===== src/corr_config.svh =====
// ~~~~~~~~~~~~~~~~~~~~~~~~~~~~~~~~~~~~~~~~~~~~~~~~~~~~~~~~~~~~~~~~~~~~~
// Build-time sizes of the pulse correlator front end.
// Included by the packages and by any module that sizes its ports.
// ~~~~~~~~~~~~~~~~~~~~~~~~~~~~~~~~~~~~~~~~~~~~~~~~~~~~~~~~~~~~~~~~~~~~~
`ifndef CORR_CONFIG_SVH
`define CORR_CONFIG_SVH

// up to 16 detector lanes.
`define NUM_LANES 4
// three frame bytes per lane count.
`define COUNT_WIDTH 24
`define PERIOD_WIDTH 8
`define FRAME_SYNC 8'hA5

`endif

===== src/corr_frame_pkg.sv =====
// ~~~~~~~~~~~~~~~~~~~~~~~~~~~~~~~~~~~~~~~~~~~~~~~~~~~~~~~~~~~~~~~~~~~~~
// Frame side types: lane counts and the frame builder states.
// Imported by the lanes, the frame builder and the top level.
// ~~~~~~~~~~~~~~~~~~~~~~~~~~~~~~~~~~~~~~~~~~~~~~~~~~~~~~~~~~~~~~~~~~~~~
`include "corr_config.svh"

package corr_frame_pkg;

	typedef logic [`COUNT_WIDTH-1:0] count_t;

	// lane 0 sits at index 0.
	typedef count_t [`NUM_LANES-1:0] count_array_t;

	typedef enum logic [1:0] {
		F_IDLE,
		F_SEND,
		F_WAIT
	} frame_state_t;

endpackage


===== src/corr_cmd_pkg.sv =====
// ~~~~~~~~~~~~~~~~~~~~~~~~~~~~~~~~~~~~~~~~~~~~~~~~~~~~~~~~~~~~~~~~~~~~~
// Command side types: opcodes, parser states and lane configuration.
// Imported by the parser, the control interface and the lanes.
// ~~~~~~~~~~~~~~~~~~~~~~~~~~~~~~~~~~~~~~~~~~~~~~~~~~~~~~~~~~~~~~~~~~~~~
`include "corr_config.svh"

package corr_cmd_pkg;

	// high nibble of a command byte.
	typedef enum logic [3:0] {
		OP_SET_PERIOD = 4'd1,
		OP_SET_MODE   = 4'd2,
		OP_START      = 4'd3,
		OP_STOP       = 4'd4
	} opcode_t;

	typedef enum logic {P_IDLE, P_ARG} parser_state_t;

	typedef struct packed {
		logic [`PERIOD_WIDTH-1:0] period;
		logic invert;
		logic edge_mode;
	} lane_cfg_t;

endpackage


===== src/lane_ctl_if.sv =====
// ~~~~~~~~~~~~~~~~~~~~~~~~~~~~~~~~~~~~~~~~~~~~~~~~~~~~~~~~~~~~~~~~~~~~~
// Lane control bus from the command parser to the lanes and builder.
// The parser holds the source side, every consumer the sink side.
// ~~~~~~~~~~~~~~~~~~~~~~~~~~~~~~~~~~~~~~~~~~~~~~~~~~~~~~~~~~~~~~~~~~~~~
`timescale 1ns/10ps

interface lane_ctl_if
	import corr_cmd_pkg::*;
();

	logic [3:0] cfg_lane;
	lane_cfg_t cfg_data;
	logic cfg_write;
	logic start_pulse;
	logic stop_pulse;
	// high for the whole integration window.
	logic integrating;

	modport source (
		output cfg_lane, cfg_data, cfg_write,
		output start_pulse, stop_pulse, integrating
	);

	modport sink (
		input cfg_lane, cfg_data, cfg_write,
		input start_pulse, stop_pulse, integrating
	);

endinterface


===== src/correlator_top.sv =====
// ~~~~~~~~~~~~~~~~~~~~~~~~~~~~~~~~~~~~~~~~~~~~~~~~~~~~~~~~~~~~~~~~~~~~~
// Pulse correlator front end top level. Plain rx and tx byte strobes
// toward external serializers, one detector line per lane.
// ~~~~~~~~~~~~~~~~~~~~~~~~~~~~~~~~~~~~~~~~~~~~~~~~~~~~~~~~~~~~~~~~~~~~~
`timescale 1ns/10ps
`include "corr_config.svh"

module correlator_top
	import corr_frame_pkg::*;
(
	input logic intclk,
	input logic reset,
	input logic [`NUM_LANES-1:0] line_in,
	input logic [7:0] rx_byte,
	input logic rx_strobe,
	input logic tx_done,
	output logic [7:0] tx_byte,
	output logic tx_load,
	output logic tx_busy,
	output logic integrating
);

	count_array_t counts;

	lane_ctl_if ctl_bus ();

	assign integrating = ctl_bus.integrating;

	cmd_parser parser (
		.intclk(intclk),
		.reset(reset),
		.rx_byte(rx_byte),
		.rx_strobe(rx_strobe),
		.ctl(ctl_bus.source)
	);

	for (genvar a = 0; a < `NUM_LANES; a++) begin : lanes_block
		pulse_lane #(.LANE_INDEX(a)) lane (
			.intclk(intclk),
			.reset(reset),
			.line(line_in[a]),
			.ctl(ctl_bus.sink),
			.count(counts[a])
		);
	end

	frame_builder builder (
		.intclk(intclk),
		.reset(reset),
		.counts(counts),
		.ctl(ctl_bus.sink),
		.tx_done(tx_done),
		.tx_byte(tx_byte),
		.tx_load(tx_load),
		.tx_busy(tx_busy)
	);

endmodule


===== src/frame_builder.sv =====
// ~~~~~~~~~~~~~~~~~~~~~~~~~~~~~~~~~~~~~~~~~~~~~~~~~~~~~~~~~~~~~~~~~~~~~
// Frame builder. Latches the lane counts when the window closes and
// sends sync byte, counts MSB first and an XOR checksum on tx strobes.
// ~~~~~~~~~~~~~~~~~~~~~~~~~~~~~~~~~~~~~~~~~~~~~~~~~~~~~~~~~~~~~~~~~~~~~
`timescale 1ns/10ps
`include "corr_config.svh"

module frame_builder
	import corr_frame_pkg::*;
(
	input logic intclk,
	input logic reset,
	input count_array_t counts,
	lane_ctl_if.sink ctl,
	input logic tx_done,
	output logic [7:0] tx_byte,
	output logic tx_load,
	output logic tx_busy
);

	localparam int SNAP_WIDTH = `NUM_LANES * `COUNT_WIDTH;
	localparam int FRAME_BYTES = 3 * `NUM_LANES + 2;
	localparam int IDX_WIDTH = $clog2(FRAME_BYTES);

	frame_state_t state;
	logic [IDX_WIDTH-1:0] byte_idx;
	logic [SNAP_WIDTH-1:0] counts_flat;
	logic [SNAP_WIDTH-1:0] snap;
	logic [7:0] byte_reg;
	logic [7:0] csum;
	logic [7:0] snap_top;

	// lane 0 goes to the top so it shifts out first.
	always_comb begin
		for (int l = 0; l < `NUM_LANES; l++) begin
			counts_flat[(`NUM_LANES-1-l)*`COUNT_WIDTH +: `COUNT_WIDTH] = counts[l];
		end
	end

	assign snap_top = snap[SNAP_WIDTH-1 -: 8];

	assign tx_byte = byte_reg;
	assign tx_load = (state == F_SEND);
	assign tx_busy = (state != F_IDLE);

	// ~~~~~~~~~~~~~~~~~~~~~~~~~~~~~~~~~~~~~~~~~~~~~~~~~~~~~~~~~~~~~~~~~~~~~
	// byte sequencer.
	// ~~~~~~~~~~~~~~~~~~~~~~~~~~~~~~~~~~~~~~~~~~~~~~~~~~~~~~~~~~~~~~~~~~~~~
	always_ff @(posedge intclk) begin
		if (reset) begin
			state <= F_IDLE;
			byte_idx <= '0;
		end else begin
			case (state)
				F_IDLE: begin
					// a stop while a frame is out is dropped here.
					if (ctl.stop_pulse) begin
						byte_idx <= '0;
						state <= F_SEND;
					end
				end
				F_SEND: state <= F_WAIT;
				F_WAIT: begin
					if (tx_done) begin
						if (byte_idx == IDX_WIDTH'(FRAME_BYTES - 1)) begin
							state <= F_IDLE;
						end else begin
							byte_idx <= byte_idx + 1'b1;
							state <= F_SEND;
						end
					end
				end
				default: state <= F_IDLE;
			endcase
		end
	end

	always_ff @(posedge intclk) begin
		if (state == F_IDLE && ctl.stop_pulse) begin
			snap <= counts_flat;
			byte_reg <= `FRAME_SYNC;
			csum <= `FRAME_SYNC;
		end else if (state == F_WAIT && tx_done) begin
			if (byte_idx == IDX_WIDTH'(FRAME_BYTES - 2)) begin
				byte_reg <= csum;
			end else begin
				byte_reg <= snap_top;
				csum <= csum ^ snap_top;
				snap <= snap << 8;
			end
		end
	end

endmodule


===== src/pulse_lane.sv =====
// ~~~~~~~~~~~~~~~~~~~~~~~~~~~~~~~~~~~~~~~~~~~~~~~~~~~~~~~~~~~~~~~~~~~~~
// One detector lane: config register, sampling divider, edge detect and
// the pulse counter. Instantiated once per lane by the top level.
// ~~~~~~~~~~~~~~~~~~~~~~~~~~~~~~~~~~~~~~~~~~~~~~~~~~~~~~~~~~~~~~~~~~~~~
`timescale 1ns/10ps
`include "corr_config.svh"

module pulse_lane
	import corr_cmd_pkg::*;
	import corr_frame_pkg::*;
#(
	parameter int LANE_INDEX = 0
) (
	input logic intclk,
	input logic reset,
	input logic line,
	lane_ctl_if.sink ctl,
	output count_t count
);

	lane_cfg_t cfg;
	logic [`PERIOD_WIDTH-1:0] div;
	logic prev_sample;

	logic [`PERIOD_WIDTH-1:0] div_cur;
	count_t count_cur;
	logic prev_cur;
	logic sample;
	logic tick;
	logic hit;

	// a start pulse is also the first cycle of the window.
	assign div_cur = ctl.start_pulse ? '0 : div;
	assign count_cur = ctl.start_pulse ? '0 : count;
	assign prev_cur = ctl.start_pulse ? 1'b0 : prev_sample;

	assign sample = line ^ cfg.invert;
	assign tick = ctl.integrating && (div_cur == cfg.period);
	assign hit = cfg.edge_mode ? (sample && !prev_cur) : sample;

	always_ff @(posedge intclk) begin
		if (reset) begin
			cfg <= '0;
		end else if (ctl.cfg_write && ctl.cfg_lane == 4'(LANE_INDEX)) begin
			cfg <= ctl.cfg_data;
		end
	end

	always_ff @(posedge intclk) begin
		if (reset) begin
			div <= '0;
			prev_sample <= 1'b0;
			count <= '0;
		end else if (ctl.integrating) begin
			div <= tick ? '0 : div_cur + 1'b1;
			prev_sample <= tick ? sample : prev_cur;
			// wraps at the counter width.
			count <= (tick && hit) ? count_cur + 1'b1 : count_cur;
		end
	end

endmodule


===== src/cmd_parser.sv =====
// ~~~~~~~~~~~~~~~~~~~~~~~~~~~~~~~~~~~~~~~~~~~~~~~~~~~~~~~~~~~~~~~~~~~~~
// Byte command decoder. Turns strobed rx bytes into lane configuration
// writes and the start and stop of the integration window.
// ~~~~~~~~~~~~~~~~~~~~~~~~~~~~~~~~~~~~~~~~~~~~~~~~~~~~~~~~~~~~~~~~~~~~~
`timescale 1ns/10ps
`include "corr_config.svh"

module cmd_parser
	import corr_cmd_pkg::*;
(
	input logic intclk,
	input logic reset,
	input logic [7:0] rx_byte,
	input logic rx_strobe,
	lane_ctl_if.source ctl
);

	parser_state_t state;
	opcode_t rx_op;
	opcode_t pend_op;
	logic [3:0] pend_lane;
	// copy of every addressable lane config, so a SET keeps the other fields.
	lane_cfg_t shadow [16];
	lane_cfg_t arg_cfg;

	assign rx_op = opcode_t'(rx_byte[7:4]);

	always_comb begin
		arg_cfg = shadow[pend_lane];
		if (pend_op == OP_SET_PERIOD) begin
			arg_cfg.period = rx_byte[`PERIOD_WIDTH-1:0];
		end else begin
			arg_cfg.invert = rx_byte[0];
			arg_cfg.edge_mode = rx_byte[1];
		end
	end

	always_ff @(posedge intclk) begin
		if (reset) begin
			state <= P_IDLE;
			pend_op <= OP_SET_PERIOD;
			pend_lane <= '0;
			ctl.cfg_write <= 1'b0;
			ctl.start_pulse <= 1'b0;
			ctl.stop_pulse <= 1'b0;
			ctl.integrating <= 1'b0;
			for (int i = 0; i < 16; i++) begin
				shadow[i] <= '0;
			end
		end else begin
			ctl.cfg_write <= 1'b0;
			ctl.start_pulse <= 1'b0;
			ctl.stop_pulse <= 1'b0;
			if (rx_strobe) begin
				case (state)
					P_IDLE: begin
						case (rx_op)
							OP_START: begin
								if (!ctl.integrating) begin
									ctl.start_pulse <= 1'b1;
									ctl.integrating <= 1'b1;
								end
							end
							OP_STOP: begin
								if (ctl.integrating) begin
									ctl.stop_pulse <= 1'b1;
									ctl.integrating <= 1'b0;
								end
							end
							OP_SET_PERIOD, OP_SET_MODE: begin
								pend_op <= rx_op;
								pend_lane <= rx_byte[3:0];
								state <= P_ARG;
							end
							default: ;
						endcase
					end
					P_ARG: begin
						shadow[pend_lane] <= arg_cfg;
						ctl.cfg_lane <= pend_lane;
						ctl.cfg_data <= arg_cfg;
						ctl.cfg_write <= 1'b1;
						state <= P_IDLE;
					end
					default: state <= P_IDLE;
				endcase
			end
		end
	end

endmodule


===== config.mk =====
export PLATFORM = sky130hd
export DESIGN_NAME = correlator_top
export DESIGN_NICKNAME = d
export VERILOG_FILES = /design/src/corr_frame_pkg.sv /design/src/corr_cmd_pkg.sv /design/src/lane_ctl_if.sv /design/src/correlator_top.sv /design/src/frame_builder.sv /design/src/pulse_lane.sv /design/src/cmd_parser.sv
export VERILOG_INCLUDE_DIRS = /design/src /design/src/src
export SDC_FILE = /design/constraint.sdc
export NUM_CORES = 1
export LEC_CHECK = 0
export BUFFER_PORTS_ARGS = -buffer_cell sky130_fd_sc_hd__clkbuf_2
export CAP_MARGIN = 20
export CORE_UTILIZATION = 55
export CTS_CLUSTER_DIAMETER = 30
export CTS_CLUSTER_SIZE = 8
export DETAILED_ROUTE_END_ITERATION = 10
export PLACE_DENSITY_LB_ADDON = 0.15
export RECOVER_POWER = 25
export SYNTH_ARGS = -nofsm -noshare
export SYNTH_HDL_FRONTEND = slang
export SYNTH_SLANG_ARGS = --single-unit

===== constraint.sdc =====
create_clock -name intclk -period 4 [get_ports intclk]
set_input_delay 1.2 -clock intclk [delete_from_list [all_inputs] [get_ports intclk]]
set_output_delay 1.2 -clock intclk [all_outputs]
set_load 0.05 [all_outputs]

==> impl_metrics.ini, run 1 <==
[status]
status = finished with violations
failed_checks = max-capacitance violations, max-slew violations

[logic_synthesis]
syn_area_per_cell_sq_um = 10.2
synth_top_area_share_pct = 36.3
syn_inst = 2188
synth-async-reset-ratio_pct = 0
yosysSeqAreaShare_pct = 55.1
yosys_warnings = 0
syn_nets = 2215
synth_cell_types = 86
synth_edf_count = 270
synth-seq-cells = 481
yosysTopAreaCell = edfxtp_1
netlist_area_sq_um = 22400
synth_top_flop_cell = edfxtp_1
synth_area_leaders = edfxtp_1 (36%), dfxtp_1 (19%), nand2_1 (7.0%), nor2_1 (5.1%), mux4_2 (5.0%)

[setup_path]
reg2reg_to = builder.snap[29]
cp_slowest_cell = clkbuf_1
crit_path_max_incr_delay_ns = 1.26
timing.critical_path.arrival_ns = 3.79
cp_max_fo = 30
crit_required_ns = 4.15
startpoint_type = primary input
critical_path.startpoint = reset
crit_end = parser.shadow[0][5]
worstSetupPathType = primary input to flop
end_kind = flop
crit_path_cell_trace = clkbuf_1, inv_1, clkbuf_1, nand2_1
cp_common_cell = clkbuf_1
r2r_setup_slack_ns = 0.57
r2r_start = builder.state[1]
r2r_cells = 5

[clock_network]
hold_buffers = 0
numCtsBuffers = 103
clk_latency_ns = 0.64
postCtsSetupBuffers = 0
clockRootBuffer = clkbuf_16
clock_path_buffers = 3
ctsHtreeMaxLevel = 3
cts.repair.resized = 0
cts_tree = yes
clk_pin_slew_ns = 0.05
clock_sinks = 481

[floorplan]
fp.dieH_um = 204
dieArea_sq_um = 41500
die_w_um = 204
coreArea_sq_um = 39900
start_util_pct = 56.0
ios = 27
fp-row-count = 73

[sta]
tightest_slew_ns = 1.81
clock_skew_ns = 0.0249
setup_viol = 0
rsz0062_at_grt = false
setup_ws_ns = 0.360
hold_ws_ns = 0.463
min_period_over_period_pct = 91.0
finalHoldViolCount = 0
fmax_ghz = 0.275
min_period_ns = 3.64
slew_viol_final = 86
maxSlewHeadroom_pct = -21.2
fin_setup_tns_ns = 0

[route]
drcViolationCount = 0
antenna_left = 0
wirelength_mm = 56.9
drtIter0Drc = 1539
avgViaCountPerCell = 5.97
detail_route.wl_per_cell_um = 19.9
drtPass1Iterations = 5
dr_total_vias = 17100

[layout]
multi_input_area_sq_um = 9290
antenna_cells = 0
finalInstanceArea_sq_um = 26700
fillers = 3048
postLayoutCoreUtil_pct = 66.9
synthToLayoutAreaGrowth_pct = 19.3
seq_area_sq_um = 12300
layout-drive-gt1-share_pct = 15.8
num-nets-final = 2269
fin_cells = 2858

[grt]
overflow = 0
grt_max_degree = 86
grt_usage_pct = 27.9
gr-usage-met2_pct = 44.5
antenna_found_initial = 1
grt_pass1_vias = 16300
use_met3_pct = 5.39
grt.busiest_layer = met2
grt_use_met1_pct = 38.0
grt_pass1_wl_mm = 90.0

[place]
place_inst = 2662
dp_hpwl_mm = 36.6
io_buffers = 26
place_area_sq_um = 23100
globalplace.congestion = 0.887
dpl_worst_slack_ns = 0.662

[pwr]
powerDensity_nw_per_um2 = 548
p_total_mw = 14.6
ir_worst_vdd_v = 0.000384
power.leakage_nw = 10.4

[worst_hold_path]
hp-class = flop to flop

[flow_run]
cap_violations = 2
layer usage:
layer / share of wire (%) / vias to the layer above
li1: - / 7970
met1: 43 / 8333
met2: 48 / 653
met3: 6.9 / 118
met4: 2.6 / 0
met5: 0 / -
layout by cell type (no fill, tap or decap), types with 15 or more instances in the layout:
| master | n |
|---|---|
| bufinv_16 | 17 |
| xnor2_1 | 25 |
| buf_4 | 58 |
| o31ai_1 | 15 |
| a21oi_1 | 85 |
| inv_1 | 35 |
| clkbuf_2 | 26 |
| dfxtp_1 | 208 |
| nor2b_1 | 33 |
| o21ai_0 | 51 |
| a31oi_1 | 24 |
| and3_1 | 55 |
| clkbuf_1 | 24 |
| o211ai_1 | 17 |
| mux4_2 | 50 |
| nand3_1 | 61 |
| nor2_1 | 305 |
| nand4_1 | 43 |
| nand2_1 | 416 |
| edfxtp_1 | 270 |
| clkbuf_16 | 104 |
| mux2i_1 | 59 |
| clkinv_2 | 22 |
| nor3_1 | 31 |
| xor2_1 | 18 |
worst max-delay path: cells and delay by family:
| family | cells | cell delay, ns |
|---|---|---|
| buffers and inverters | 3 | 1.72 |
| AND/OR/NAND/NOR | 1 | 0.84 |
cells by family after synthesis:
family / count (synthesis) / synth area share [%]
and+or+nand+nor: 1071 / 22.5
muxes: 131 / 8.90
buffers and inverters: 180 / 3.40
AOI/OAI and AO/OA: 271 / 7.77
adders and majority gates: 11 / 0.615
xor gates and xnor gates: 43 / 1.68
DFF: 481 / 55.1
flip-flops by register name, indices dropped and copies added (netlist names), 2 cells and up, named ones only:
register and flops:
builder.csum 8, lanes_block.lane.count 96, parser.ctl.cfg_data 10, builder.tx_byte 8
builder.state 2, builder.snap 96, parser.pend_op 4, builder.byte_idx 4
lanes_block.lane.cfg 40, parser.ctl.cfg_lane 4, parser.pend_lane 4, lanes_block.lane.prev_sample 4
lanes_block.lane.div 32, parser.shadow 160
worst min-delay path by stage:
stage,cells past startpoint,startpoint,slack (ns),end
global route,2,lanes_block[1].lane.prev_sample,0.49,lanes_block[1].lane.prev_sample
detailed placement,2,lanes_block[1].lane.prev_sample,0.45,lanes_block[1].lane.prev_sample
finish,2,lanes_block[1].lane.prev_sample,0.46,lanes_block[1].lane.prev_sample
global placement,2,lanes_block[1].lane.prev_sample,0.44,lanes_block[1].lane.prev_sample
CTS,2,lanes_block[1].lane.prev_sample,0.46,lanes_block[1].lane.prev_sample
floorplan,2,lanes_block[1].lane.prev_sample,0.43,lanes_block[1].lane.prev_sample
area by class of cell:
class | count | area share (%)
clock buffer | 128 | 10.3
clock inverter | 68 | 3.31
inverter | 36 | 0.506
multi-input combinational | 1527 | 34.8
sequential | 481 | 46.2
tap | 525 | 2.46
timing repair buffer | 93 | 2.40
cell usage after synthesis, types with 14 or more instances:
| library cell | number |
|---|---|
| mux2i_1 | 59 |
| xor2_1 | 18 |
| edfxtp_1 | 270 |
| buf_2 | 22 |
| a31oi_1 | 24 |
| xnor2_1 | 25 |
| nor2b_1 | 33 |
| nor3_1 | 32 |
| mux4_2 | 50 |
| nand3_1 | 61 |
| nand2_1 | 417 |
| nor2_1 | 305 |
| o31ai_1 | 15 |
| a21oi_1 | 85 |
| o21ai_0 | 51 |
| inv_1 | 36 |
| and2_1 | 14 |
| dfxtp_1 | 211 |
| o211ai_1 | 17 |
| nand4_1 | 43 |
| clkbuf_1 | 102 |
| and3_1 | 55 |
where the power goes:
group / internal (mW) / switching [mW]
Combinational: 0.168 / 0.342
Sequential: 5.32 / 0.0755
Clock: 5.95 / 2.77
Total: 11.4 / 3.19
No activity file was read; power rests on OpenSTA's default activity.
==> run 2: changes to the inputs <==
==> constraint.sdc (replaced) <==
create_clock -name intclk -period 3.3 [get_ports intclk]
set_input_delay 0.99 -clock intclk [delete_from_list [all_inputs] [get_ports intclk]]
set_output_delay 0.99 -clock intclk [all_outputs]
set_load 0.05 [all_outputs]
==> impl_metrics.ini, run 2 (same netlist as run 1, synthesis figures left out) <==
[status]
status = finished with violations
failed_checks = max-capacitance violations, max-slew violations

[floorplan]
fp-row-count = 73
start_util_pct = 56.0
dieArea_sq_um = 41500
die_w_um = 204
ios = 27
coreArea_sq_um = 39900
fp.dieH_um = 204

[sta]
min_period_over_period_pct = 88.1
slew_viol_final = 104
fin_setup_tns_ns = 0
clock_skew_ns = 0.0254
min_period_ns = 2.91
finalHoldViolCount = 0
setup_viol = 0
maxSlewHeadroom_pct = -50.0
tightest_slew_ns = 2.25
hold_ws_ns = 0.464
rsz0062_at_grt = false
setup_ws_ns = 0.393
fmax_ghz = 0.344

[pwr]
p_clk_share_pct = 58.2
ir_worst_vdd_v = 0.000449
p_seq_share_pct = 38.1
p_total_mw = 17.2
p_sw_share_pct = 21.6
powerDensity_nw_per_um2 = 643
p_int_mw = 13.5
power_frac_comb_pct = 3.7
p_sw_mw = 3.71
power.leakage_nw = 10.4

[route]
drtIter0Drc = 1285
avgViaCountPerCell = 5.96
antenna_left = 0
wirelength_mm = 56.2
drcViolationCount = 0
detail_route.wl_per_cell_um = 19.6
dr_total_vias = 17100
drtPass1Iterations = 6

[setup_path]
crit_required_ns = 3.82
end_kind = flop
cp_max_fo = 103
reg2reg_to = lanes_block[2].lane.count[18]
worstSetupPathType = primary input to flop
crit_path_cell_trace = buf_6, clkbuf_2, or4_1, o211ai_1
r2r_start = parser.ctl.start_pulse
cp_slowest_cell = clkbuf_2
startpoint_type = primary input
crit_path_max_incr_delay_ns = 1.15
timing.critical_path.arrival_ns = 3.43
r2r_cells = 7
r2r_setup_slack_ns = 0.44

[layout]
final_common_cell = nand2_1
layout_common_cells = nand2_1 (415), nor2_1 (305), edfxtp_1 (270)
antenna_cells = 0
synthToLayoutAreaGrowth_pct = 19.3
largest_registers = parser.shadow x160, builder.snap x96, lanes_block.lane.count x96
largest_register = parser.shadow
finalInstanceArea_sq_um = 26700
layout-drive-gt1-share_pct = 16.3
largest_reg_flops = 160
num-nets-final = 2285

[place]
io_buffers = 26
dpl_worst_slack_ns = 0.491
dp_hpwl_mm = 35.9
place_area_sq_um = 23300
globalplace.congestion = 0.864

[clock_network]
clk_latency_ns = 0.62
clock_sinks = 481
ctsHtreeMaxLevel = 3
clk_pin_slew_ns = 0.05
clockRootBuffer = clkbuf_16
clock_path_buffers = 3
postCtsSetupBuffers = 0
cts_tree = yes
numCtsBuffers = 101
cts.repair.resized = 0
hold_buffers = 0

[grt]
grt_pass1_wl_mm = 88.9
antenna_found_initial = 0
grt_max_degree = 104
overflow = 0
grt_usage_pct = 27.5
grt_pass1_vias = 16500

[worst_hold_path]
hp-class = flop to flop
hold_path.startpoint = lanes_block[1].lane.prev_sample
min_to = lanes_block[1].lane.prev_sample
whs_path_depth = 2

[flow_run]
cap_violations = 1
[run 2: cell types whose count changed in the layout (fill, tap and decap cells not counted), moves of 2 or more]
cell	previous run	this run
buf_4	58	69
buf_12	2	7
clkinv_16	2	0
clkbuf_1	24	22
clkinv_2	22	20
clkbuf_16	104	107
clkinv_4	2	6
bufinv_16	17	11
clkinvlp_4	9	6
inv_16	2	0
inv_6	0	3
[run 2: per-stage QoR]
| stage | utilization, % | instances |
|---|---|---|
| final | 66.8 | 2865 |
| after global routing | 66.8 | 2865 |
| after CTS | 67.0 | 2865 |
| after detailed placement | 58.4 | 2680 |
| after global placement | 58.4 | 2679 |
| after floorplan | - | 2188 |
[run 2: final cells by class]
class                      instances  area, sq um
clock inverter                    60          634
sequential                       481        12300
clock buffer                     125         2790
tap                              525          657
multi-input combinational       1527         9300
fill                            3008        13200
timing repair buffer             111          830
inverter                          36          135
[run 2: power by group through the flow]
stage	Sequential, mW	Clock [mW]	Combinational [mW]
3_5_place_dp	6.64	0	0.628
6_report	6.54	10.0	0.632
2_1_floorplan	6.66	0	0.382
5_1_grt	6.55	10.4	0.678
4_1_cts	6.54	10.1	0.633
3_3_place_gp	6.63	0	0.615
[run 2: worst max-delay path by stage]
stage	start	endpoint	cells after the start
after CTS	builder.state[0]	tx_busy	3
after global placement	line_in[2]	lanes_block[2].lane.count[18]	6
after global routing	parser.ctl.start_pulse	lanes_block[2].lane.count[18]	7
after floorplan	parser.ctl.start_pulse	lanes_block[2].lane.count[18]	15
after detailed placement	line_in[2]	lanes_block[2].lane.count[18]	6
final	reset	lanes_block[3].lane.count[4]	4
[run 2: routing by layer]
layer	GRT usage, %	vias up	wire length, um
met2	43.1	660	26200
met5	0	-	0
met3	4.94	101	4460
met4	10.7	0	1470
li1	-	7988	-
met1	37.9	8329	24100
[run 2: critical path: cells and delay by family]
family | cells | cell delay [ns]
buf+inv | 2 | 1.32
simple gates | 1 | 0.92
compound gates | 1 | 0.10
